==> src/logic/l2_pkg.sv <==
package l2_pkg;

    localparam int ADDR_BITS      = 32;
    localparam int OFFSET_BITS    = 4;   // 16-byte lines
    localparam int LINE_ADDR_BITS = ADDR_BITS - OFFSET_BITS;
    localparam int SET_BITS       = 4;
    localparam int L2_SETS        = 16;
    localparam int TAG_BITS       = 24;
    localparam int L2_WAYS        = 2;
    localparam int WAY_BITS       = 1;
    localparam int N_REQS         = 4;
    localparam int REQS_BITS      = 2;
    localparam int LINE_BITS      = 128; // four 32-bit words

    typedef logic [ADDR_BITS-1:0]      addr_t;
    typedef logic [LINE_ADDR_BITS-1:0] line_addr_t;
    typedef logic [SET_BITS-1:0]       l2_set_t;
    typedef logic [TAG_BITS-1:0]       l2_tag_t;
    typedef logic [WAY_BITS-1:0]       l2_way_t;
    typedef logic [LINE_BITS-1:0]      line_t;
    typedef logic                      hprot_t;

    // stable states kept in the tag memory
    typedef enum logic [1:0] {
        INVALID   = 2'b00,
        SHARED    = 2'b01,
        EXCLUSIVE = 2'b10
    } state_t;

    // transient states of a request-buffer entry
    typedef enum logic [1:0] {
        REQ_INVALID = 2'b00,
        ISD         = 2'b01
    } unstable_state_t;

    typedef enum logic [1:0] {
        REQ_GETS  = 2'b00,
        RSP_DATA  = 2'b01,
        RSP_EDATA = 2'b10
    } coh_msg_t;

    typedef enum logic [1:0] {
        L2_REQS_IDLE   = 2'b00,
        L2_REQS_LOOKUP = 2'b01,
        L2_REQS_ALLOC  = 2'b10,
        L2_REQS_PUT    = 2'b11
    } reqs_op_t;

    typedef enum logic [2:0] {
        RESET           = 3'd0,
        DECODE          = 3'd1,
        RSP_LOOKUP      = 3'd2,
        RSP_SEND_RD_RSP = 3'd3,
        CPU_REQ         = 3'd4,
        CPU_HIT_RSP     = 3'd5,
        CPU_MISS_REQ    = 3'd6
    } fsm_state_t;

endpackage

==> src/logic/l2_reqs_buf.sv <==
`timescale 1ns/10ps

module l2_reqs_buf (
    input  logic                     clk,
    input  logic                     rst,
    input  l2_pkg::reqs_op_t         reqs_op_code_i,
    input  l2_pkg::line_addr_t       lookup_addr_i,
    input  logic                     wr_en_put_reqs_i,
    input  logic [l2_pkg::REQS_BITS-1:0] reqs_i_wr_i,
    input  l2_pkg::unstable_state_t  state_wr_data_req_i,
    input  l2_pkg::l2_way_t          wr_way_i,
    input  l2_pkg::hprot_t           wr_hprot_i,
    input  logic                     incr_reqs_cnt_i,
    output logic [l2_pkg::REQS_BITS-1:0] reqs_i_o,
    output logic                     reqs_hit_o,
    output l2_pkg::unstable_state_t  reqs_state_o,
    output l2_pkg::l2_way_t          reqs_way_o,
    output l2_pkg::hprot_t           reqs_hprot_o,
    output logic                     reqs_full_o
);

    l2_pkg::line_addr_t      addr  [l2_pkg::N_REQS];
    l2_pkg::unstable_state_t state [l2_pkg::N_REQS];
    l2_pkg::l2_way_t         way   [l2_pkg::N_REQS];
    l2_pkg::hprot_t          hprot [l2_pkg::N_REQS];

    logic [l2_pkg::REQS_BITS:0]   free_cnt;
    logic [l2_pkg::REQS_BITS-1:0] match_i, free_i;
    logic                         match_found;

    // descending scan so the lowest index wins
    always_comb begin
        match_i     = '0;
        free_i      = '0;
        match_found = 1'b0;
        for (int i = l2_pkg::N_REQS - 1; i >= 0; i--) begin
            if (state[i] != l2_pkg::REQ_INVALID && addr[i] == lookup_addr_i) begin
                match_i     = l2_pkg::REQS_BITS'(i);
                match_found = 1'b1;
            end
            if (state[i] == l2_pkg::REQ_INVALID) begin
                free_i = l2_pkg::REQS_BITS'(i);
            end
        end
    end

    assign reqs_i_o     = (reqs_op_code_i == l2_pkg::L2_REQS_ALLOC) ? free_i : match_i;
    assign reqs_hit_o   = (reqs_op_code_i == l2_pkg::L2_REQS_LOOKUP) && match_found;
    assign reqs_state_o = state[match_i];
    assign reqs_way_o   = way[match_i];
    assign reqs_hprot_o = hprot[match_i];
    assign reqs_full_o  = (free_cnt == '0);

    logic alloc_en, put_en;
    assign alloc_en = (reqs_op_code_i == l2_pkg::L2_REQS_ALLOC);
    assign put_en   = (reqs_op_code_i == l2_pkg::L2_REQS_PUT) && wr_en_put_reqs_i;

    always_ff @(posedge clk or negedge rst) begin
        if (!rst) begin
            for (int i = 0; i < l2_pkg::N_REQS; i++) begin
                state[i] <= l2_pkg::REQ_INVALID;
            end
        end else if (alloc_en || put_en) begin
            state[reqs_i_wr_i] <= state_wr_data_req_i;
        end
    end

    always_ff @(posedge clk) begin
        if (alloc_en) begin
            addr[reqs_i_wr_i]  <= lookup_addr_i;
            way[reqs_i_wr_i]   <= wr_way_i;
            hprot[reqs_i_wr_i] <= wr_hprot_i;
        end
    end

    always_ff @(posedge clk or negedge rst) begin
        if (!rst) begin
            free_cnt <= (l2_pkg::REQS_BITS+1)'(l2_pkg::N_REQS);
        end else if (alloc_en && !incr_reqs_cnt_i) begin
            free_cnt <= free_cnt - 1'b1;
        end else if (incr_reqs_cnt_i && !alloc_en) begin
            free_cnt <= free_cnt + 1'b1;
        end
    end

endmodule

==> config.mk <==
export PLATFORM = sky130hd
export DESIGN_NAME = l2_reqs_buf
export DESIGN_NICKNAME = d
export VERILOG_FILES = /design/src/logic/l2_pkg.sv /design/src/logic/l2_reqs_buf.sv
export SDC_FILE = /design/constraint.sdc
export NUM_CORES = 1
export LEC_CHECK = 0
export ABC_AREA = 1
export BUFFER_PORTS_ARGS = -buffer_cell sky130_fd_sc_hd__buf_2
export CAP_MARGIN = 5
export CORE_MARGIN = 1.5
export CORE_UTILIZATION = 55
export CTS_CLUSTER_SIZE = 24
export DETAILED_ROUTE_END_ITERATION = 8
export PLACE_DENSITY = 0.82
export SLEW_MARGIN = 20
export SYNTH_ARGS = -nofsm -noshare
export SYNTH_HDL_FRONTEND = slang
export SYNTH_SLANG_ARGS = --single-unit
==> constraint.sdc <==
create_clock -name clk -period 4.8 [get_ports clk]
set_input_delay 0.96 -clock clk [delete_from_list [all_inputs] [get_ports clk]]
set_output_delay 0.96 -clock clk [all_outputs]
set_load 0.02 [all_outputs]
==> reports/results.tsv <==
stage	metric	value	unit
sta	final.setup.tns	0	ns
sta	slew_headroom	64.3	%
global_routing	antenna_found_initial	0	
logic_synthesis	post-synth-top-area-cell	edfxtp_1	
logic_synthesis	avgSynthCellArea	8.49	µm²
logic_synthesis	synth_cells	822	
finish	multiInputGateArea	2580	µm²
power_and_ir_drop	p_per_area	371	nW/µm²
clock_tree	clockBufferDepth	2	
sta	final_hold_viol_count	0	
sta	max_freq	260	MHz
power_and_ir_drop	p_leak	3.63	nW
finish	final_nets	931	
critical_path	worstPathArrival	2.88	ns
drt	drt_wl_total	19500	µm
logic_synthesis	synth.most_common_cell	nand2_1	
clock_tree	postCtsHoldBufs	0	
drt	viasPerCell	5.41	
min_path	hp-class	input pin to async pin	
global_routing	track_usage	31.4	%
finish	antennaDiodeCount	0	
critical_path	path_cells	buf_2 -> xnor2_1 -> nand2_1 -> nor2_1 -> nand2_1 -> nor2_1 -> nand3_2 -> nand3_1 -> nand3_1 -> nand2_1 -> buf_2	
critical_path	cp.required	3.84	ns
drt	drt_iter0_markers	803	
logic_synthesis	synth-edff-count	120	
clock_tree	cts_made_buffers	17	
finish	layout-drive-gt1-share	12.9	%
place	io_buffers	47	
drt	antenna_left	0	
critical_path	crit_type	input pin to primary output	
critical_path	endpoint_kind	primary output	
logic_synthesis	ys_warn_count	0	
critical_path	crit_path_top_delay_cell	xnor2_1	
finish	final_cells	1068	
logic_synthesis	synthArstFlopShare	8.40	%
floorplanning	die_width	116	µm
finish	area_growth	15.0	%
sta	rsz0062_at_grt	false	
logic_synthesis	yosys_register_bits	131	
logic_synthesis	yosys.cell_types.count	37	
logic_synthesis	seq_area_frac_synth	55.6	%
critical_path	crit_path_max_fanout	11	
floorplanning	rows	40	
drt	wl_per_cell	18.3	µm
drt	vias	5778	
floorplanning	core_area	12200	µm²
place	placed_cells	1038	
logic_synthesis	yosys.area.top_type_share	51.7	%
place	dp_hpwl	14700	µm
global_routing	grt_max_degree	31	
global_routing	grt_overflow	0	
clock_tree	clock-sinks	131	
global_routing	grt_pass1_vias	5403	
logic_synthesis	synthTopCellsByCount	nand2_1 (289), edfxtp_1 (120), inv_1 (108)	
clock_tree	cts_tree	done	
clock_tree	clkTransAtPathRegs	0.06	ns
drt	route.detailed.drc	0	
critical_path	crit_top_cell	nand2_1	
logic_synthesis	netlist_area	6980	µm²
logic_synthesis	synth_flop_cell	edfxtp_1	
clock_tree	h-tree-depth	4	
finish	fill_cells	1041	
clock_tree	clk_latency	0.41	ns
floorplanning	floorplan.die_area	13400	µm²
drt	first_pass_iters	6	
finish	regArea	3880	µm²
sta	fin_crit	3.84	ns
sta	worst_pin_slew	0.530	ns
critical_path	cpPeakStageDelay	0.38	ns
floorplanning	start_util	57.1	%
sta	final-setup-viol-count	0	
run	cap_viol_max_count	0	
run_status	run_status	complete, no violations	
logic_synthesis	synth_nets	864	
sta	finClkSkew	0.000261	ns
floorplanning	io_pins	48	
sta	maxSlewViolCount	0	
global_routing	grt_pass1_wl	29800	µm
sta	timing.final.crit_share	80.1	%
logic_synthesis	ys_top_cells_by_area	edfxtp_1 (52%), nand2_1 (16%), inv_1 (5.8%), nor2_1 (4.8%), dfrtp_1 (3.6%)	
critical_path	cp-start-kind	input pin	
clock_tree	post_cts_buffers	0	
place	place.gp.congestion	1.02	
power_and_ir_drop	ir_drop	0.000288	V
clock_tree	cts_resized	0	
floorplanning	fp.dieH	116	µm
clock_tree	clock_tree.root_cell	clkbuf_16	
==> logic make-up (layout without fill, tap and decap cells) <==
| kind of cell | count (synthesis) | after routing | share of synthesized area (%) |
|---|---|---|---|
| AO/OA/AOI/OAI | 32 | 32 | 2.73 |
| XOR/XNOR | 30 | 30 | 3.77 |
| adder cells (fa/ha/maj) | 2 | 2 | 0.466 |
| buffers and inverters | 139 | 217 | 7.64 |
| flip-flops | 131 | 131 | 55.6 |
| AND/OR/NAND/NOR | 488 | 488 | 29.8 |
==> stage by stage <==
| step | power [mW] | hold WS, ns | util [%] | setup WS, ns | instance area [µm²] |
|---|---|---|---|---|---|
| floorplan | 1.58 | 0.453 | - | 0.974 | 6980 |
| global placement | 1.71 | 0.471 | 61.0 | 1.02 | 7450 |
| detailed placement | 1.72 | 0.479 | 61.0 | 0.972 | 7450 |
| CTS | 2.98 | 0.399 | 65.7 | 0.962 | 8020 |
| global route | 3.08 | 0.411 | 65.7 | 0.703 | 8020 |
| finish | 2.97 | 0.407 | 65.7 | 0.956 | 8020 |
==> sequential cells by signal, indices dropped and copies added (netlist names) <==
name	flops
hprot	4
way	4
addr	112
free_cnt	3
state	8
==> routing by layer <==
metal  global-route usage [%]  wire length, µm  vias up
met2                     48.2             9010      311
met3                     9.00             2010       44
met1                     42.7             7980     2644
met5                        0                0        -
li1                         -                -     2779
met4                     11.6              520        0
==> cell usage in the layout, fill, tap and decap left out, drive strengths merged, types with 10 or more instances in the layout <==
cell,count
nand4,24
nand3,39
xor2,10
nor3,14
o21ai,22
inv,135
xnor2,20
edfxtp,120
clkbuf,18
nor2,90
or2,11
dfrtp,10
nand2,293
buf,52
==> power by group <==
group / switching (mW) / leakage, nW / internal [mW]
Combinational: 0.247 / 2.13 / 0.113
Sequential: 0.0367 / 1.22 / 1.31
Clock: 0.462 / 0.276 / 0.802
==> worst max-delay path: cells and delay by family <==
| family | cells | cell delay [ns] |
|---|---|---|
| and+or+nand+nor | 8 | 1.23 |
| xor gates and xnor gates | 1 | 0.38 |
| buffers and inverters | 2 | 0.30 |
==> worst paths after layout <==
kind	slack, ns	start	cells past startpoint	end
worst min-delay path	0.41	rst	1	free_cnt[0]$_DFFE_PN0P_
max in group asynchronous	4.13	rst	1	free_cnt[2]$_DFFE_PN1P_
worst max register to register	3.41	free_cnt[0]$_DFFE_PN0P_	5	free_cnt[2]$_DFFE_PN1P_
worst min register to register	0.50	state[3]$_DFFE_PN0P_	2	state[3]$_DFFE_PN0P_
min in group clk	0.50	state[3]$_DFFE_PN0P_	2	state[3]$_DFFE_PN0P_
worst max-delay path	0.96	lookup_addr_i[10]	11	reqs_state_o[0]
==> final cells by class <==
cell class | instances | share of cell area [%]
clock inverters | 12 | 1.75
flip-flops and latches | 131 | 48.4
multi-input cells | 552 | 32.2
well taps | 168 | 2.62
repair buffers | 52 | 3.40
inverters | 135 | 6.32
clock buffers | 18 | 5.35
(Power assumes the default switching activity.)
