===== config.mk =====
export PLATFORM = sky130hd
export DESIGN_NAME = l2_tag_state_mem
export DESIGN_NICKNAME = d
export VERILOG_FILES = /design/src/logic/l2_pkg.sv /design/src/logic/l2_tag_state_mem.sv
export SDC_FILE = /design/constraint.sdc
export NUM_CORES = 2
export LEC_CHECK = 0
export CAP_MARGIN = 0
export CORE_MARGIN = 5
export CORE_UTILIZATION = 40
export CTS_BUF_LIST = sky130_fd_sc_hd__clkbuf_8 sky130_fd_sc_hd__clkbuf_16
export CTS_CLUSTER_DIAMETER = 30
export DETAILED_ROUTE_END_ITERATION = 16
export DONT_BUFFER_PORTS = 1
export SYNTH_ARGS = -nofsm -noshare
export SYNTH_HDL_FRONTEND = slang
export SYNTH_MEMORY_MAX_BITS = 65536
export SYNTH_SLANG_ARGS = --single-unit
export TNS_END_PERCENT = 100

===== constraint.sdc =====
create_clock -name clk -period 5.05 [get_ports clk]
set_clock_uncertainty 0.1 [all_clocks]
set_input_delay 0.2525 -clock clk [delete_from_list [all_inputs] [get_ports clk]]
set_output_delay 0.2525 -clock clk [all_outputs]
set_load 0.05 [all_outputs]

===== src/logic/l2_pkg.sv =====
package l2_pkg;

    localparam int ADDR_BITS      = 32;
    localparam int OFFSET_BITS    = 4;   // 16-byte lines
    localparam int LINE_ADDR_BITS = ADDR_BITS - OFFSET_BITS;
    localparam int SET_BITS       = 4;
    localparam int L2_SETS        = 16;
    localparam int TAG_BITS       = 24;
    localparam int L2_WAYS        = 2;
    localparam int WAY_BITS       = 1;
    localparam int N_REQS         = 4;
    localparam int REQS_BITS      = 2;
    localparam int LINE_BITS      = 128; // four 32-bit words

    typedef logic [ADDR_BITS-1:0]      addr_t;
    typedef logic [LINE_ADDR_BITS-1:0] line_addr_t;
    typedef logic [SET_BITS-1:0]       l2_set_t;
    typedef logic [TAG_BITS-1:0]       l2_tag_t;
    typedef logic [WAY_BITS-1:0]       l2_way_t;
    typedef logic [LINE_BITS-1:0]      line_t;
    typedef logic                      hprot_t;

    // stable states kept in the tag memory
    typedef enum logic [1:0] {
        INVALID   = 2'b00,
        SHARED    = 2'b01,
        EXCLUSIVE = 2'b10
    } state_t;

    // transient states of a request-buffer entry
    typedef enum logic [1:0] {
        REQ_INVALID = 2'b00,
        ISD         = 2'b01
    } unstable_state_t;

    typedef enum logic [1:0] {
        REQ_GETS  = 2'b00,
        RSP_DATA  = 2'b01,
        RSP_EDATA = 2'b10
    } coh_msg_t;

    typedef enum logic [1:0] {
        L2_REQS_IDLE   = 2'b00,
        L2_REQS_LOOKUP = 2'b01,
        L2_REQS_ALLOC  = 2'b10,
        L2_REQS_PUT    = 2'b11
    } reqs_op_t;

    typedef enum logic [2:0] {
        RESET           = 3'd0,
        DECODE          = 3'd1,
        RSP_LOOKUP      = 3'd2,
        RSP_SEND_RD_RSP = 3'd3,
        CPU_REQ         = 3'd4,
        CPU_HIT_RSP     = 3'd5,
        CPU_MISS_REQ    = 3'd6
    } fsm_state_t;

endpackage


===== src/logic/l2_tag_state_mem.sv =====
`timescale 1ns/10ps

module l2_tag_state_mem (
    input  logic             clk,
    input  logic             rst,
    input  l2_pkg::l2_set_t  set_in_i,
    input  l2_pkg::l2_tag_t  lookup_tag_i,
    input  logic             wr_rst_i,
    input  logic             wr_en_i,
    input  l2_pkg::l2_way_t  way_i,
    input  l2_pkg::l2_tag_t  wr_data_tag_i,
    input  l2_pkg::state_t   wr_data_state_i,
    input  l2_pkg::hprot_t   wr_data_hprot_i,
    input  l2_pkg::line_t    wr_data_line_i,
    output logic             hit_o,
    output l2_pkg::l2_way_t  hit_way_o,
    output l2_pkg::line_t    hit_line_o,
    output l2_pkg::l2_way_t  victim_way_o
);

    l2_pkg::l2_tag_t tags   [l2_pkg::L2_SETS][l2_pkg::L2_WAYS];
    l2_pkg::state_t  states [l2_pkg::L2_SETS][l2_pkg::L2_WAYS];
    l2_pkg::hprot_t  hprots [l2_pkg::L2_SETS][l2_pkg::L2_WAYS];
    l2_pkg::line_t   lines  [l2_pkg::L2_SETS][l2_pkg::L2_WAYS];
    l2_pkg::l2_way_t rr     [l2_pkg::L2_SETS];

    logic empty_found;

    always_comb begin
        hit_o        = 1'b0;
        hit_way_o    = '0;
        empty_found  = 1'b0;
        victim_way_o = rr[set_in_i]; // used only when the set is full
        for (int w = l2_pkg::L2_WAYS - 1; w >= 0; w--) begin
            if (states[set_in_i][w] != l2_pkg::INVALID && tags[set_in_i][w] == lookup_tag_i) begin
                hit_o     = 1'b1;
                hit_way_o = l2_pkg::WAY_BITS'(w);
            end
            if (states[set_in_i][w] == l2_pkg::INVALID) begin
                empty_found  = 1'b1;
                victim_way_o = l2_pkg::WAY_BITS'(w);
            end
        end
    end

    assign hit_line_o = lines[set_in_i][hit_way_o];

    always_ff @(posedge clk) begin
        if (wr_rst_i) begin
            for (int w = 0; w < l2_pkg::L2_WAYS; w++) begin
                states[set_in_i][w] <= l2_pkg::INVALID;
            end
        end else if (wr_en_i) begin
            tags[set_in_i][way_i]   <= wr_data_tag_i;
            states[set_in_i][way_i] <= wr_data_state_i;
            hprots[set_in_i][way_i] <= wr_data_hprot_i;
            lines[set_in_i][way_i]  <= wr_data_line_i;
        end
    end

    always_ff @(posedge clk or negedge rst) begin
        if (!rst) begin
            for (int s = 0; s < l2_pkg::L2_SETS; s++) begin
                rr[s] <= '0;
            end
        end else if (wr_en_i && !empty_found) begin
            rr[set_in_i] <= rr[set_in_i] + 1'b1;
        end
    end

endmodule


==> Implementation_results.wiki <==
{| class="wikitable"
! Metric !! Value
|-
| H-Tree Depth || 6
|-
| Clock period minus worst slack || between 6 and 7 ns
|-
| Initial antenna violation count || between 70 and 80
|-
| DRC errors left || 0
|-
| Sequential cell area fraction in the yosys report || 78.63%
|-
| Max Buffers Root-to-Sink || 4
|-
| Peak clock frequency supported by timing || 161.7 MHz
|-
| Cells after synthesis || roughly 7,600
|-
| Start-to-end type of the worst setup path || primary input to output pin
|-
| Final hold slack || 0.07117 ns
|-
| Final WS setup || -1.134 ns
|-
| Die Width || 696.9 µm
|-
| FF-to-FF setup slack || 2.12 ns
|-
| CP required || roughly 4.7 ns
|-
| Overall overflow remaining after global route || 0
|-
| Kind of cell adding the most delay to the critical path || multiplexers
|-
| Worst path arrival time || between 5 and 6 ns
|-
| Count of flip-flops with a built-in enable after synthesis || ~4,900
|-
| Final hold violation count || 0
|-
| Synthesized area divided by synthesized cell count || between 20 and 25 µm²
|-
| Standard cell area after detailed placement || between 0.2 and 0.25 mm²
|-
| Violated checks || slew limit, setup timing
|-
| Floorplan die area || between 0.4 and 0.5 mm²
|-
| Worst-skew pair later-pin latency || about 1.1 ns
|-
| Number of global-route vias before repair || ~93,000
|-
| Worst Min Path Start || wr_data_tag_i[23]
|-
| Sort of element at the start of the critical path || primary input
|-
| Tcrit/Tclk final || 122.4%
|-
| Cell chain of the critical path || mux2i_2 -> xor2_1 -> inv_1 -> o32ai_1 -> nand4b_1 -> a2111oi_4 -> buf_4 -> buf_12 -> buf_16 -> buf_4 -> mux2_2 -> buf_12
|-
| Ratio of cells with drive above 1 in the final layout || between 30% and 40%
|-
| Relative slew slack || -181.0%
|-
| Number of CTS-inserted buffers || ~870
|-
| Final WL || 507,200 µm
|-
| Wire length of the first global-routing pass || a little over 700,000 µm
|-
| Quantity of I/O buffers inserted on ports || 0
|-
| Actual transition at the worst max-transition pin || 4.215 ns
|-
| Placement Rows || 252
|-
| Summed area of non-filler cells in the final layout || ~0.24 mm²
|-
| Most common cell in the netlist || sky130_fd_sc_hd__edfxtp_1
|-
| Num Clock Sinks || about 4,900
|-
| Cell taking the most area after synthesis || sky130_fd_sc_hd__edfxtp_1
|-
| Vias after detailed routing || ~90,000
|-
| I/O pins || between 300 and 400
|-
| Max-slew violation total from the final report || approximately 600
|-
| Number of warning messages in the yosys log || 0
|-
| Number of standard cells in the final layout excluding fillers || 15,726
|-
| Total chip power || about 110 mW
|-
| Maximum resistive drop on vdd || ~350 µV
|-
| Clock root buffer master || sky130_fd_sc_hd__clkbuf_16
|-
| GR Util All Layers || about a fifth
|-
| Netlist area before placement || roughly 0.19 mm²
|-
| WL per Instance || around 32 µm
|-
| CP max stage cell || sky130_fd_sc_hd__mux2i_2
|-
| Nets || approximately 8,900
|-
| TritonCTS clock tree || built
|-
| Largest net degree at the start of global routing || about 440
|-
| Chip Height || between 600 and 700 µm
|-
| Areal power density over the cells || ~470 mW/mm²
|-
| Core Box Area || 0.4707 mm²
|-
| Count of distinct cell types in the synthesized netlist || between 60 and 70
|-
| Clock-pin slew on the worst setup and hold paths || around 0.05 ns
|-
| Final TNS setup || -133.80 ns
|-
| Buffers plus inverters on the worst setup path || 6
|-
| Register bit total from synthesis || 4,944
|-
| Run status || complete, but fails checks
|-
| Startpoint of the worst-slack reg-to-reg timing path || states[2][2]
|-
| Number of iterations in the first detailed-routing pass || 6
|-
| Synth Net Count || between 7,000 and 8,000
|-
| WHS Path Cells || 2
|-
| Critical R2R Capture || rr[5]
|-
| Worst Hold Path EP || tags[7][47]
|-
| Element type at the critical path end || output pin
|-
| Final setup violation count || 131
|-
| Unrepaired setup endpoints after global routing || true
|-
| DP Wirelength || between 200,000 and 300,000 µm
|-
| Leading post-synthesis cells by cell area || sky130_fd_sc_hd__edfxtp_1 78%, sky130_fd_sc_hd__mux4_2 17%, sky130_fd_sc_hd__mux2i_1 0.75%
|-
| Largest fanout on the critical path || approximately 440
|-
| Routability congestion estimate || 0.7728
|-
| DP Cell Count || between 10,000 and 15,000
|-
| Number of routed nets with antenna violations || 0
|-
| Hold/Removal Path Class || primary input to register
|-
| Setup crit start || set_in_i[3]
|-
| Area growth syn-to-layout || 24.59%
|-
| Top FF cell, synth || sky130_fd_sc_hd__edfxtp_1
|-
| Via-to-Cell Ratio || around 5.8
|-
| Maximum capacitance violations || 0
|-
| Starting DRC count in detailed routing || between 10,000 and 15,000
|-
| Area share of the largest cell type after synthesis || between 70% and 80%
|-
| R2R cell count || 7
|-
| Cell types with the highest counts after synthesis || 4,928 x sky130_fd_sc_hd__edfxtp_1, 1,440 x sky130_fd_sc_hd__mux4_2, 213 x sky130_fd_sc_hd__clkbuf_1
|-
| Synth async-reset ratio || less than 1%
|-
| Initial cell density of the core || between 40% and 50%
|-
| Static Leak || between 70 and 80 nW
|-
| Largest stage delay on the critical path || ~1.4 ns
|}
## state kept, by name, summed over array words and instances (netlist names)
signal  flops
lines    4096
states     64
rr         16
tags      768
## worst max path at each step
stage	endpoint	slack, ns	cells after the start
3_5_place_dp	hit_line_o[55]	-1.02	8
5_1_grt	hit_line_o[16]	-0.16	14
3_3_place_gp	hit_line_o[53]	-0.97	8
2_1_floorplan	lines[6][0]	-0.99	7
4_1_cts	hit_line_o[22]	-0.08	13
6_report	hit_line_o[16]	-1.13	12
## timing repair
item / 4_1_cts / 5_1_grt
endpoints found under the hold margin: 5049 / 0
hold buffers: 226 / 0
gates resized for setup: 152 / 59
buffers inserted: 5 / 30
endpoints found under the setup margin: 128 / 128
gates cloned: 6 / 0
pin swaps: 6 / 3
## cell type report
cell class / instances / area [µm²]
timing repair buffer: 668 / 9478
clock buffer: 881 / 22010
tap: 6223 / 7786
antenna: 24 / 60.06
fill: 36245 / 235600
sequential: 4944 / 148400
clock inverter: 763 / 8351
inverter: 17 / 63.81
multi-input combinational: 2206 / 38980
## kinds of logic (layout without fill, tap and decap cells)
group | after synthesis | in the layout | synth area share (%)
AO/OA/AOI/OAI | 148 | 148 | 0.6067
buffers and inverters | 412 | 2329 | 0.9760
flip-flops | 4944 | 4944 | 78.63
XOR/XNOR | 56 | 56 | 0.2599
AND/OR/NAND/NOR | 265 | 265 | 0.6637
other | 0 | 24 | 0
multiplexers | 1737 | 1737 | 18.86
## report_power, final
part	total, mW	internal (mW)	switching [mW]	leakage [nW]
clock network	58.9	38.0	20.8	14.9
logic	4.90	2.25	2.65	16.1
registers	45.7	45.6	0.0876	44.4
total	109	85.9	23.6	75.4
## placed cells by master (no fill, tap or decap), types with 11 or more instances in the layout
master | Yosys | layout
sky130_fd_sc_hd__a21oi_1 | 17 | 16
sky130_fd_sc_hd__clkbuf_16 | 0 | 878
sky130_fd_sc_hd__clkinv_2 | 0 | 148
sky130_fd_sc_hd__buf_6 | 22 | 31
sky130_fd_sc_hd__edfxtp_1 | 4928 | 4928
sky130_fd_sc_hd__mux2i_1 | 142 | 136
sky130_fd_sc_hd__nor2_4 | 0 | 32
sky130_fd_sc_hd__clkinvlp_4 | 0 | 98
sky130_fd_sc_hd__bufinv_16 | 0 | 118
sky130_fd_sc_hd__nor2_1 | 104 | 71
sky130_fd_sc_hd__clkinv_4 | 0 | 88
sky130_fd_sc_hd__dfrtp_1 | 16 | 16
sky130_fd_sc_hd__buf_16 | 0 | 17
sky130_fd_sc_hd__a22oi_1 | 22 | 22
sky130_fd_sc_hd__o21ai_0 | 11 | 11
sky130_fd_sc_hd__mux4_2 | 1440 | 1440
sky130_fd_sc_hd__buf_12 | 0 | 277
sky130_fd_sc_hd__mux2_2 | 38 | 127
sky130_fd_sc_hd__xnor2_1 | 40 | 38
sky130_fd_sc_hd__xor2_1 | 16 | 15
sky130_fd_sc_hd__dlygate4sd3_1 | 0 | 184
sky130_fd_sc_hd__nor3_1 | 23 | 23
sky130_fd_sc_hd__nand2_1 | 45 | 45
sky130_fd_sc_hd__inv_6 | 0 | 72
sky130_fd_sc_hd__a22o_1 | 16 | 16
sky130_fd_sc_hd__diode_2 | 0 | 24
sky130_fd_sc_hd__buf_4 | 11 | 155
sky130_fd_sc_hd__clkinv_1 | 3 | 111
sky130_fd_sc_hd__mux2_4 | 0 | 26
sky130_fd_sc_hd__clkinv_16 | 0 | 25
sky130_fd_sc_hd__clkinv_8 | 0 | 11
sky130_fd_sc_hd__inv_1 | 14 | 89
sky130_fd_sc_hd__nand3_1 | 28 | 28
## per-stage QoR
stage	setup WS, ns	utilization, %
detailed placement	-1.021	42.78
floorplan	-0.9948	-
global placement	-0.9669	42.78
CTS	-0.08023	49.91
finish	-1.134	49.95
global route	-0.1587	49.94
## layer usage
layer,up-vias,part of all wire [%],track usage [%]
met2,4367,49,33.44
met4,40,2.4,5.209
met3,853,8.6,4.535
met5,-,0.050,0
li1,35691,-,-
met1,49585,40,28.72
No activity file was read; power rests on OpenSTA's default activity.
