--- src/logic/l2_pkg.sv ---
package l2_pkg;

    localparam int ADDR_BITS      = 32;
    localparam int OFFSET_BITS    = 4;   // 16-byte lines
    localparam int LINE_ADDR_BITS = ADDR_BITS - OFFSET_BITS;
    localparam int SET_BITS       = 4;
    localparam int L2_SETS        = 16;
    localparam int TAG_BITS       = 24;
    localparam int L2_WAYS        = 2;
    localparam int WAY_BITS       = 1;
    localparam int N_REQS         = 4;
    localparam int REQS_BITS      = 2;
    localparam int LINE_BITS      = 128; // four 32-bit words

    typedef logic [ADDR_BITS-1:0]      addr_t;
    typedef logic [LINE_ADDR_BITS-1:0] line_addr_t;
    typedef logic [SET_BITS-1:0]       l2_set_t;
    typedef logic [TAG_BITS-1:0]       l2_tag_t;
    typedef logic [WAY_BITS-1:0]       l2_way_t;
    typedef logic [LINE_BITS-1:0]      line_t;
    typedef logic                      hprot_t;

    // stable states kept in the tag memory
    typedef enum logic [1:0] {
        INVALID   = 2'b00,
        SHARED    = 2'b01,
        EXCLUSIVE = 2'b10
    } state_t;

    // transient states of a request-buffer entry
    typedef enum logic [1:0] {
        REQ_INVALID = 2'b00,
        ISD         = 2'b01
    } unstable_state_t;

    typedef enum logic [1:0] {
        REQ_GETS  = 2'b00,
        RSP_DATA  = 2'b01,
        RSP_EDATA = 2'b10
    } coh_msg_t;

    typedef enum logic [1:0] {
        L2_REQS_IDLE   = 2'b00,
        L2_REQS_LOOKUP = 2'b01,
        L2_REQS_ALLOC  = 2'b10,
        L2_REQS_PUT    = 2'b11
    } reqs_op_t;

    typedef enum logic [2:0] {
        RESET           = 3'd0,
        DECODE          = 3'd1,
        RSP_LOOKUP      = 3'd2,
        RSP_SEND_RD_RSP = 3'd3,
        CPU_REQ         = 3'd4,
        CPU_HIT_RSP     = 3'd5,
        CPU_MISS_REQ    = 3'd6
    } fsm_state_t;

endpackage

--- src/logic/l2_fsm.sv ---
`timescale 1ns/10ps

module l2_fsm (
    input  logic                         clk,
    input  logic                         rst,
    input  logic                         do_rsp_next_i,
    input  logic                         do_cpu_req_next_i,
    input  l2_pkg::line_addr_t           cur_addr_i,
    input  l2_pkg::hprot_t               cur_hprot_i,
    input  l2_pkg::coh_msg_t             cur_coh_msg_i,
    input  l2_pkg::line_t                cur_line_i,
    input  logic [l2_pkg::REQS_BITS-1:0] reqs_i_i,
    input  logic                         reqs_hit_i,
    input  l2_pkg::unstable_state_t      reqs_state_i,
    input  l2_pkg::l2_way_t              reqs_way_i,
    input  l2_pkg::hprot_t               reqs_hprot_i,
    input  logic                         hit_i,
    input  l2_pkg::l2_way_t              hit_way_i,
    input  l2_pkg::line_t                hit_line_i,
    input  l2_pkg::l2_way_t              victim_way_i,
    input  logic                         l2_rd_rsp_ready_i,
    input  logic                         l2_req_out_ready_i,
    output logic                         decode_en_o,
    output logic                         wr_rst_o,
    output logic                         wr_en_o,
    output l2_pkg::l2_set_t              set_in_o,
    output l2_pkg::l2_way_t              way_o,
    output l2_pkg::l2_tag_t              wr_data_tag_o,
    output l2_pkg::state_t               wr_data_state_o,
    output l2_pkg::hprot_t               wr_data_hprot_o,
    output l2_pkg::line_t                wr_data_line_o,
    output l2_pkg::reqs_op_t             reqs_op_code_o,
    output logic [l2_pkg::REQS_BITS-1:0] reqs_i_wr_o,
    output l2_pkg::unstable_state_t      state_wr_data_req_o,
    output logic                         wr_en_put_reqs_o,
    output logic                         incr_reqs_cnt_o,
    output logic                         l2_rd_rsp_valid_o,
    output l2_pkg::line_t                l2_rd_rsp_line_o,
    output logic                         l2_req_out_valid_o,
    output l2_pkg::coh_msg_t             l2_req_out_coh_msg_o,
    output l2_pkg::line_addr_t           l2_req_out_addr_o
);

    l2_pkg::fsm_state_t state, next_state;
    l2_pkg::l2_set_t    rst_set;
    logic               fill;

    always_ff @(posedge clk or negedge rst) begin
        if (!rst) begin
            state <= l2_pkg::RESET;
        end else begin
            state <= next_state;
        end
    end

    // one set is cleared per cycle while in RESET
    always_ff @(posedge clk or negedge rst) begin
        if (!rst) begin
            rst_set <= '0;
        end else if (state == l2_pkg::RESET) begin
            rst_set <= rst_set + 1'b1;
        end
    end

    assign decode_en_o = (state == l2_pkg::DECODE);

    // edata always fills, plain data only completes an ISD entry
    assign fill = reqs_hit_i && ((cur_coh_msg_i == l2_pkg::RSP_EDATA)
        || (cur_coh_msg_i == l2_pkg::RSP_DATA && reqs_state_i == l2_pkg::ISD));

    always_comb begin
        next_state = state;
        case (state)
            l2_pkg::RESET: begin
                if (rst_set == l2_pkg::l2_set_t'(l2_pkg::L2_SETS - 1)) begin
                    next_state = l2_pkg::DECODE;
                end
            end
            l2_pkg::DECODE: begin
                if (do_rsp_next_i) begin
                    next_state = l2_pkg::RSP_LOOKUP;
                end else if (do_cpu_req_next_i) begin
                    next_state = l2_pkg::CPU_REQ;
                end
            end
            l2_pkg::RSP_LOOKUP: begin
                next_state = fill ? l2_pkg::RSP_SEND_RD_RSP : l2_pkg::DECODE; // unmatched is dropped
            end
            l2_pkg::CPU_REQ: begin
                next_state = hit_i ? l2_pkg::CPU_HIT_RSP : l2_pkg::CPU_MISS_REQ;
            end
            l2_pkg::RSP_SEND_RD_RSP, l2_pkg::CPU_HIT_RSP: begin
                if (l2_rd_rsp_ready_i) begin
                    next_state = l2_pkg::DECODE;
                end
            end
            l2_pkg::CPU_MISS_REQ: begin
                if (l2_req_out_ready_i) begin
                    next_state = l2_pkg::DECODE;
                end
            end
            default: next_state = l2_pkg::RESET;
        endcase
    end

    // tag and set always come from the latched address outside of RESET
    assign wr_data_tag_o        = cur_addr_i[l2_pkg::LINE_ADDR_BITS-1 -: l2_pkg::TAG_BITS];
    assign l2_req_out_addr_o    = cur_addr_i;
    assign l2_req_out_coh_msg_o = l2_pkg::REQ_GETS;

    always_comb begin
        wr_rst_o            = 1'b0;
        wr_en_o             = 1'b0;
        set_in_o            = cur_addr_i[l2_pkg::SET_BITS-1:0];
        way_o               = '0;
        wr_data_state_o     = l2_pkg::INVALID;
        wr_data_hprot_o     = '0;
        wr_data_line_o      = cur_line_i;
        reqs_op_code_o      = l2_pkg::L2_REQS_IDLE;
        reqs_i_wr_o         = reqs_i_i;
        state_wr_data_req_o = l2_pkg::REQ_INVALID;
        wr_en_put_reqs_o    = 1'b0;
        incr_reqs_cnt_o     = 1'b0;
        l2_rd_rsp_valid_o   = 1'b0;
        l2_rd_rsp_line_o    = cur_line_i;
        l2_req_out_valid_o  = 1'b0;
        case (state)
            l2_pkg::RESET: begin
                wr_rst_o = 1'b1;
                set_in_o = rst_set;
            end
            l2_pkg::RSP_LOOKUP: begin
                reqs_op_code_o = l2_pkg::L2_REQS_LOOKUP;
            end
            l2_pkg::RSP_SEND_RD_RSP: begin
                l2_rd_rsp_valid_o = 1'b1;
                way_o             = reqs_way_i;
                wr_data_hprot_o   = reqs_hprot_i;
                wr_data_state_o   = (cur_coh_msg_i == l2_pkg::RSP_EDATA) ?
                                    l2_pkg::EXCLUSIVE : l2_pkg::SHARED;
                // line write and entry free only on the handshake edge
                if (l2_rd_rsp_ready_i) begin
                    wr_en_o          = 1'b1;
                    reqs_op_code_o   = l2_pkg::L2_REQS_PUT;
                    wr_en_put_reqs_o = 1'b1;
                    incr_reqs_cnt_o  = 1'b1;
                end
            end
            l2_pkg::CPU_HIT_RSP: begin
                l2_rd_rsp_valid_o = 1'b1;
                l2_rd_rsp_line_o  = hit_line_i;
                way_o             = hit_way_i;
            end
            l2_pkg::CPU_MISS_REQ: begin
                l2_req_out_valid_o  = 1'b1;
                state_wr_data_req_o = l2_pkg::ISD;
                way_o               = victim_way_i;
                wr_data_hprot_o     = cur_hprot_i;
                if (l2_req_out_ready_i) begin
                    reqs_op_code_o = l2_pkg::L2_REQS_ALLOC;
                end
            end
            default: begin
                reqs_op_code_o = l2_pkg::L2_REQS_IDLE;
            end
        endcase
    end

endmodule

--- config.mk ---
export PLATFORM = sky130hd
export DESIGN_NAME = l2_fsm
export DESIGN_NICKNAME = d
export VERILOG_FILES = /design/src/logic/l2_pkg.sv /design/src/logic/l2_fsm.sv
export SDC_FILE = /design/constraint.sdc
export NUM_CORES = 1
export LEC_CHECK = 0
export ABC_AREA = 0
export ABC_CLOCK_PERIOD_IN_PS = 1800
export BUFFER_PORTS_ARGS = -buffer_cell sky130_fd_sc_hd__buf_2
export CORE_AREA = 2 2 245 247
export DETAILED_ROUTE_END_ITERATION = 8
export DIE_AREA = 0 0 247 249
export GPL_TIMING_DRIVEN = 0
export PLACE_DENSITY_LB_ADDON = 0.1
export SYNTH_ARGS = -nofsm -noshare
export SYNTH_HDL_FRONTEND = slang
export SYNTH_SLANG_ARGS = --single-unit
--- constraint.sdc ---
create_clock -name clk -period 1.8 [get_ports clk]
set_input_delay 0.18 -clock clk [delete_from_list [all_inputs] [get_ports clk]]
set_output_delay 0.18 -clock clk [all_outputs]
set_load 0.03 [all_outputs]
==> results.py, run 1 <==
metrics = {
    "outcome": {
        "outcome": "finished, violations left",
        "violations": "negative setup slack",
    },
    "timing": {
        "fin_ws_ps": -106.6,
        "hold_viol_final": 0,
        "final.setup_skew_ps": 5.899,
        "rsz0062_at_grt": "true",
        "fmax_ghz": 0.5245,
        "finalCritPeriodShare_pct": 105.9,
        "setup_viol": 107,
        "maxSlewViolCount": 0,
        "tns_ps": -6231,
        "post-route-min-period_ps": 1907,
    },
    "synth": {
        "async_flop_share_pct": 100.0,
        "ys_seq_elements": 7,
        "synthFlopType": "dfrtp_1",
        "synth.avg_cell_area_um2": 10.09,
        "seq_area_frac_synth_pct": 4.394,
        "ys_warn_count": 0,
        "ys_types": 34,
        "netlist_area_um2": 3986,
        "syn_inst": 395,
        "synth_edf_count": 0,
    },
    "global_routing": {
        "grt_pass1_vias": 5222,
        "antenna_found_initial": 0,
        "grt_pass1_wl_mm": 34.18,
        "track_usage_pct": 7.450,
        "grt-ovfl-total": 0,
        "grt_start_max_net_pins": 11,
    },
    "clock_tree": {
        "clockBufferDepth": 2,
        "insertion_delay_ps": 230,
        "cts_inserted_buffers": 3,
        "cts_root_buf": "clkbuf_16",
        "cts_tree": "yes",
        "clock_sinks": 7,
        "htree_levels": 1,
        "clk_pin_slew_ps": 40,
    },
    "floorplan": {
        "core_um2": 58690,
        "initial_core_util_pct": 6.793,
        "die_w_um": 247,
        "die_h_um": 249,
        "fp-row-count": 89,
        "io_pins": 634,
        "die_area_um2": 61500,
    },
    "setup_path": {
        "reg2reg_to": "rst_set[1]",
        "worstPathMaxFanout": 5,
        "endpoint_kind": "primary output",
        "arrival_ps": 1730,
        "crit_chain": "inv_4 -> nand3_4 -> buf_12 -> buf_12 -> buf_12 -> mux2_4 -> buf_6",
        "cp-start-kind": "flop",
        "cpMostUsedCell": "buf_12",
        "cpPeakStageDelay_ps": 390,
        "r2r_cells": 7,
        "cp.depth": 7,
        "regToRegSetupSlack_ps": 160,
        "worstPathRequired_ps": 1620,
        "reg2reg_from": "state[0]",
        "critPathSlowestCell": "dfrtp_1",
        "path_delay_family": "buffers and inverters",
        "path_class": "flop to primary output",
        "critical_path_buf_inv_count": 5,
    },
    "power": {
        "power_switching_mw": 3.509,
        "clkPwrFrac_pct": 5.1,
        "power_frac_seq_pct": 4.5,
        "internal_power_mw": 3.944,
        "power_leakage_nw": 5.604,
        "power_frac_comb_pct": 90.5,
        "peakVddDrop_mv": 0.5225,
        "power_density_nw_per_um2": 758.6,
        "switching_share_pct": 47.09,
    },
    "placed_design": {
        "pre_cts_ws_ps": -144.0,
        "gp_congestion": 0.7876,
        "placed_cells": 1774,
        "dpl-instance-area_um2": 7984,
        "post-dp-hpwl_mm": 22.18,
        "portBuffers": 604,
    },
    "final_layout": {
        "nets": 1347,
        "final_cell_mix": "buf_2 (465), buf_4 (198), buf_6 (150)",
        "antenna_cells": 0,
        "utilization_pct": 16.74,
        "multi_input_area_um2": 2370,
        "fillers": 6636,
        "layout.cells.non_filler": 1815,
        "layout-drive-gt1-share_pct": 95.68,
        "final_common_cell": "buf_2",
        "final_area_um2": 9824,
        "seqCellArea_um2": 176.4,
        "syn2layout_area_growth_pct": 146.5,
    },
    "worst_hold_path": {
        "min-delay-path-class": "primary input to flop",
        "min_path_cells": 3,
        "hold_start": "do_cpu_req_next_i",
        "hold_end": "state[2]",
    },
    "routing": {
        "viasPerCell": 2.780,
        "wl_per_cell_um": 14.11,
        "drc": 0,
        "antenna_left": 0,
        "first_pass_iters": 4,
        "drt_iter0_drc": 104,
        "vias": 5046,
        "drt-total-wl_mm": 25.62,
    },
    "run": {
        "maxCapViolations": 0,
    },
}
==> synth_stat cells (2+ instances only) <==
cell type	count	area share (%)
buf_4	189	36
mux2_4	109	41
mux2_2	24	6.8
buf_6	14	4.0
dfrtp_1	7	4.4
nand2_1	6	0.56
inv_1	4	0.38
nor2_1	4	0.38
o21ai_0	4	0.50
a22oi_1	3	0.56
a21oi_1	2	0.25
and2_1	2	0.31
buf_2	2	0.25
nor2b_1	2	0.31
nor3b_1	2	0.38
xnor2_1	2	0.44
xor2_1	2	0.44
==> metal layers <==
metal  vias up  GRT usage, %  wire (um)
met5         -             0          0
met1      2280         6.917       8230
met4         0        0.7917        204
li1       2447             -          -
met3         6         1.444       2161
met2       313         16.41      15020
==> kinds of logic after synthesis <==
group	count (synthesis)	share of synthesized area, %
AO/OA/AOI/OAI	15	2.480
XOR/XNOR	4	0.8790
adder cells (fa/ha/maj)	1	0.3138
buffers and inverters	209	40.18
flip-flops	7	4.394
multiplexers	133	47.83
other	1	0.09407
AND/OR/NAND/NOR	25	3.829
==> flip-flops by register name, summed over array words and instances (netlist names) <==
name	cells
rst_set	4
state	3
==> worst reg2reg max path, cell delays in order (launching register included) <==
cell and delay [ps]:
dfrtp_1 380, buf_6 130, buf_4 130, buf_12 120, nor3_4 150, buf_6 150, buf_4 150, mux2_2 330
==> metrics by stage <==
step           hold slack, ps  total power [mW]
2_1_floorplan          -115.6             3.850
3_3_place_gp            40.22             5.402
3_5_place_dp            43.31             5.353
4_1_cts                 217.6             7.454
5_1_grt                 242.3             7.839
6_report                213.3             7.453
==> worst max path at each step <==
stage | start | to | slack [ps]
after floorplan | state[0] | reqs_op_code_o[1] | 9
after global placement | state[0] | l2_rd_rsp_line_o[19] | -140
after detailed placement | state[0] | l2_rd_rsp_line_o[19] | -140
after CTS | state[0] | l2_rd_rsp_line_o[19] | -270
after global routing | state[0] | l2_rd_rsp_line_o[19] | -160
final | state[1] | l2_rd_rsp_line_o[19] | -110
==> power groups by stage <==
stage	Clock [mW]	Sequential, mW	Combinational (mW)
detailed placement	0	0.315	5.04
finish	0.379	0.333	6.74
global placement	0	0.312	5.09
global route	0.402	0.348	7.09
floorplan	0	0.291	3.56
CTS	0.391	0.323	6.74
==> repair_timing <==
item / CTS / global route
hold endpoints to repair: 7 / 0
setup endpoints to repair: 138 / 143
gates resized for setup: 349 / 34
pin swaps: 3 / 6
hold buffers: 1 / 0
buffers inserted: 26 / 7
gates cloned: 9 / 2
==> final cells by class <==
type | instances | area share [%]
plain buffers | 199 | 16.44
clock buffers | 3 | 0.7641
clock inverters | 1 | 0.05094
inverters | 4 | 0.1783
multi-input cells | 181 | 24.12
flip-flops and latches | 7 | 1.796
well taps | 773 | 9.845
repair buffers | 647 | 46.80
Power figures use the tool's default switching activity.
==> inputs of run 2 (changes only) <==
--- a/config.mk
+++ b/config.mk
@@ -6,7 +6,7 @@
 export NUM_CORES = 1
 export LEC_CHECK = 0
 export ABC_AREA = 0
-export ABC_CLOCK_PERIOD_IN_PS = 1800
+export ABC_CLOCK_PERIOD_IN_PS = 2000
 export BUFFER_PORTS_ARGS = -buffer_cell sky130_fd_sc_hd__buf_2
 export CORE_AREA = 2 2 245 247
 export DETAILED_ROUTE_END_ITERATION = 8
==> constraint.sdc (replaced) <==
create_clock -name clk -period 2 [get_ports clk]
set_input_delay 0.2 -clock clk [delete_from_list [all_inputs] [get_ports clk]]
set_output_delay 0.2 -clock clk [all_outputs]
set_load 0.03 [all_outputs]
==> results.py, run 2 (synthesized netlist as in run 1, its figures left out) <==
metrics = {
    "placed_design": {
        "pre_cts_ws_ps": 36.04,
        "placed_cells": 1774,
        "post-dp-hpwl_mm": 22.18,
        "gp_congestion": 0.7876,
        "portBuffers": 604,
    },
    "power": {
        "power_leakage_nw": 4.863,
        "peakVddDrop_mv": 0.3925,
        "power_mw": 5.232,
        "power_density_nw_per_um2": 638.9,
    },
    "timing": {
        "tns_ps": 0,
        "setup_viol": 0,
        "fmax_ghz": 0.5005,
        "finalCritPeriodShare_pct": 99.90,
        "final.setup_skew_ps": 5.836,
        "post-route-min-period_ps": 1998,
        "hold_viol_final": 0,
        "fin_ws_ps": 1.967,
        "rsz0062_at_grt": "true",
        "maxSlewViolCount": 0,
    },
    "floorplan": {
        "initial_core_util_pct": 6.793,
        "die_area_um2": 61500,
        "fp-row-count": 89,
        "die_h_um": 249,
        "die_w_um": 247,
        "core_um2": 58690,
        "io_pins": 634,
    },
    "setup_path": {
        "r2r_cells": 5,
        "cp-start-kind": "flop",
        "worstPathMaxFanout": 10,
        "endpoint_kind": "primary output",
        "reg2reg_from": "state[1]",
        "regToRegSetupSlack_ps": 480,
        "critical_path_buf_inv_count": 4,
        "arrival_ps": 1800,
        "crit_chain": "buf_6 -> nand3_4 -> buf_12 -> buf_8 -> mux2_4 -> buf_2",
        "critPathSlowestCell": "dfrtp_1",
        "path_delay_family": "buffers and inverters",
        "cp.depth": 6,
        "worstSetupStartpoint": "state[0]",
        "path_class": "flop to primary output",
        "reg2reg_to": "rst_set[1]",
        "worstPathRequired_ps": 1800,
        "endpoint": "l2_rd_rsp_line_o[71]",
        "cpPeakStageDelay_ps": 370,
    },
    "global_routing": {
        "antenna_found_initial": 0,
        "track_usage_pct": 6.889,
        "grt_pass1_vias": 4822,
        "grt-ovfl-total": 0,
        "grt_start_max_net_pins": 11,
        "grt_pass1_wl_mm": 31.64,
    },
    "final_layout": {
        "final_cell_mix": "buf_2 (603), buf_4 (191), mux2_4 (109)",
        "regMostFlops": "rst_set",
        "layout.cells.non_filler": 1782,
        "nets": 1314,
        "seqCellArea_um2": 175.2,
        "multi_input_area_um2": 2237,
        "antenna_cells": 0,
        "largest_reg_flops": 4,
        "layout-drive-gt1-share_pct": 94.55,
        "final_common_cell": "buf_2",
        "fillers": 6784,
        "top_regs": "rst_set: 4 flops, state: 3 flops",
        "syn2layout_area_growth_pct": 105.4,
    },
    "clock_tree": {
        "cts_inserted_buffers": 3,
        "cts_root_buf": "clkbuf_16",
        "clk_pin_slew_ps": 40,
        "htree_levels": 1,
        "clock_sinks": 7,
        "clockBufferDepth": 2,
        "insertion_delay_ps": 230,
        "cts_tree": "yes",
    },
    "worst_hold_path": {
        "hold_start": "do_cpu_req_next_i",
        "min-delay-path-class": "primary input to flop",
    },
    "routing": {
        "vias": 4874,
        "antenna_left": 0,
        "drt_iter0_drc": 108,
        "viasPerCell": 2.735,
        "first_pass_iters": 4,
        "wl_per_cell_um": 13.39,
        "drt-total-wl_mm": 23.85,
        "drc": 0,
    },
    "outcome": {
        "outcome": "finished, final reports clean",
    },
    "run": {
        "maxCapViolations": 0,
    },
}
[run 2: changes by cell type in the layout (fill, tap and decap cells not counted), moves of 7 or more]
cell    previous run  this run
buf_16             8         0
buf_4            198       191
buf_12            20         4
buf_6            150        10
mux2_2             1        24
mux2_4           132       109
buf_2            465       603
[run 2: what timing repair did]
action,4_1_cts,5_1_grt
endpoints found under the hold margin,7,0
setup endpoints to repair,118,112
hold buffers,1,0
buffers inserted,3,0
gates resized for setup,19,5
[run 2: through the flow]
step           util [%]  hold WS, ps  cell area (um2)
2_1_floorplan         -       -95.59             3994
3_3_place_gp      13.60        60.22             7984
3_5_place_dp      13.60        63.31             7984
4_1_cts           13.92        237.6             8168
5_1_grt           13.95        264.2             8189
6_report          13.95        232.3             8189
[run 2: worst min-delay path by stage]
stage | endpoint | slack, ps | cells after the start
2_1_floorplan | rst_set[0] | -100 | 0
3_3_place_gp | rst_set[0] | 60 | 1
3_5_place_dp | state[1] | 60 | 1
4_1_cts | state[2] | 240 | 3
5_1_grt | state[2] | 260 | 3
6_report | state[2] | 230 | 3
[run 2: final cells by class]
cell class              instances  area share [%]
clock buffers                   3          0.9167
clock inverters                 1         0.06112
flip-flops and latches          7           2.139
repair buffers                608           37.54
multi-input cells             181           27.32
inverters                       4          0.1833
well taps                     773           11.81
plain buffers                 205           20.03
[run 2: power by group]
part	internal (mW)	switching, mW	leakage (nW)
registers	0.217	0.0669	0.0847
clock network	0.263	0.0786	0.0409
logic	1.92	2.68	4.74
total	2.40	2.83	4.86
[run 2: worst reg2reg max path: stages, from the launching register on]
cell	delay [ps]
dfrtp_1	370
buf_2	200
nor3_4	210
buf_4	160
buf_4	150
mux2_2	330
[run 2: metal layers]
metal,GRT usage [%],vias up,part of all wire (%)
met5,0,-,0
met4,0.8262,0,0.91
met3,1.530,6,9.4
met2,14.90,313,58
met1,6.468,2176,32
li1,-,2379,-
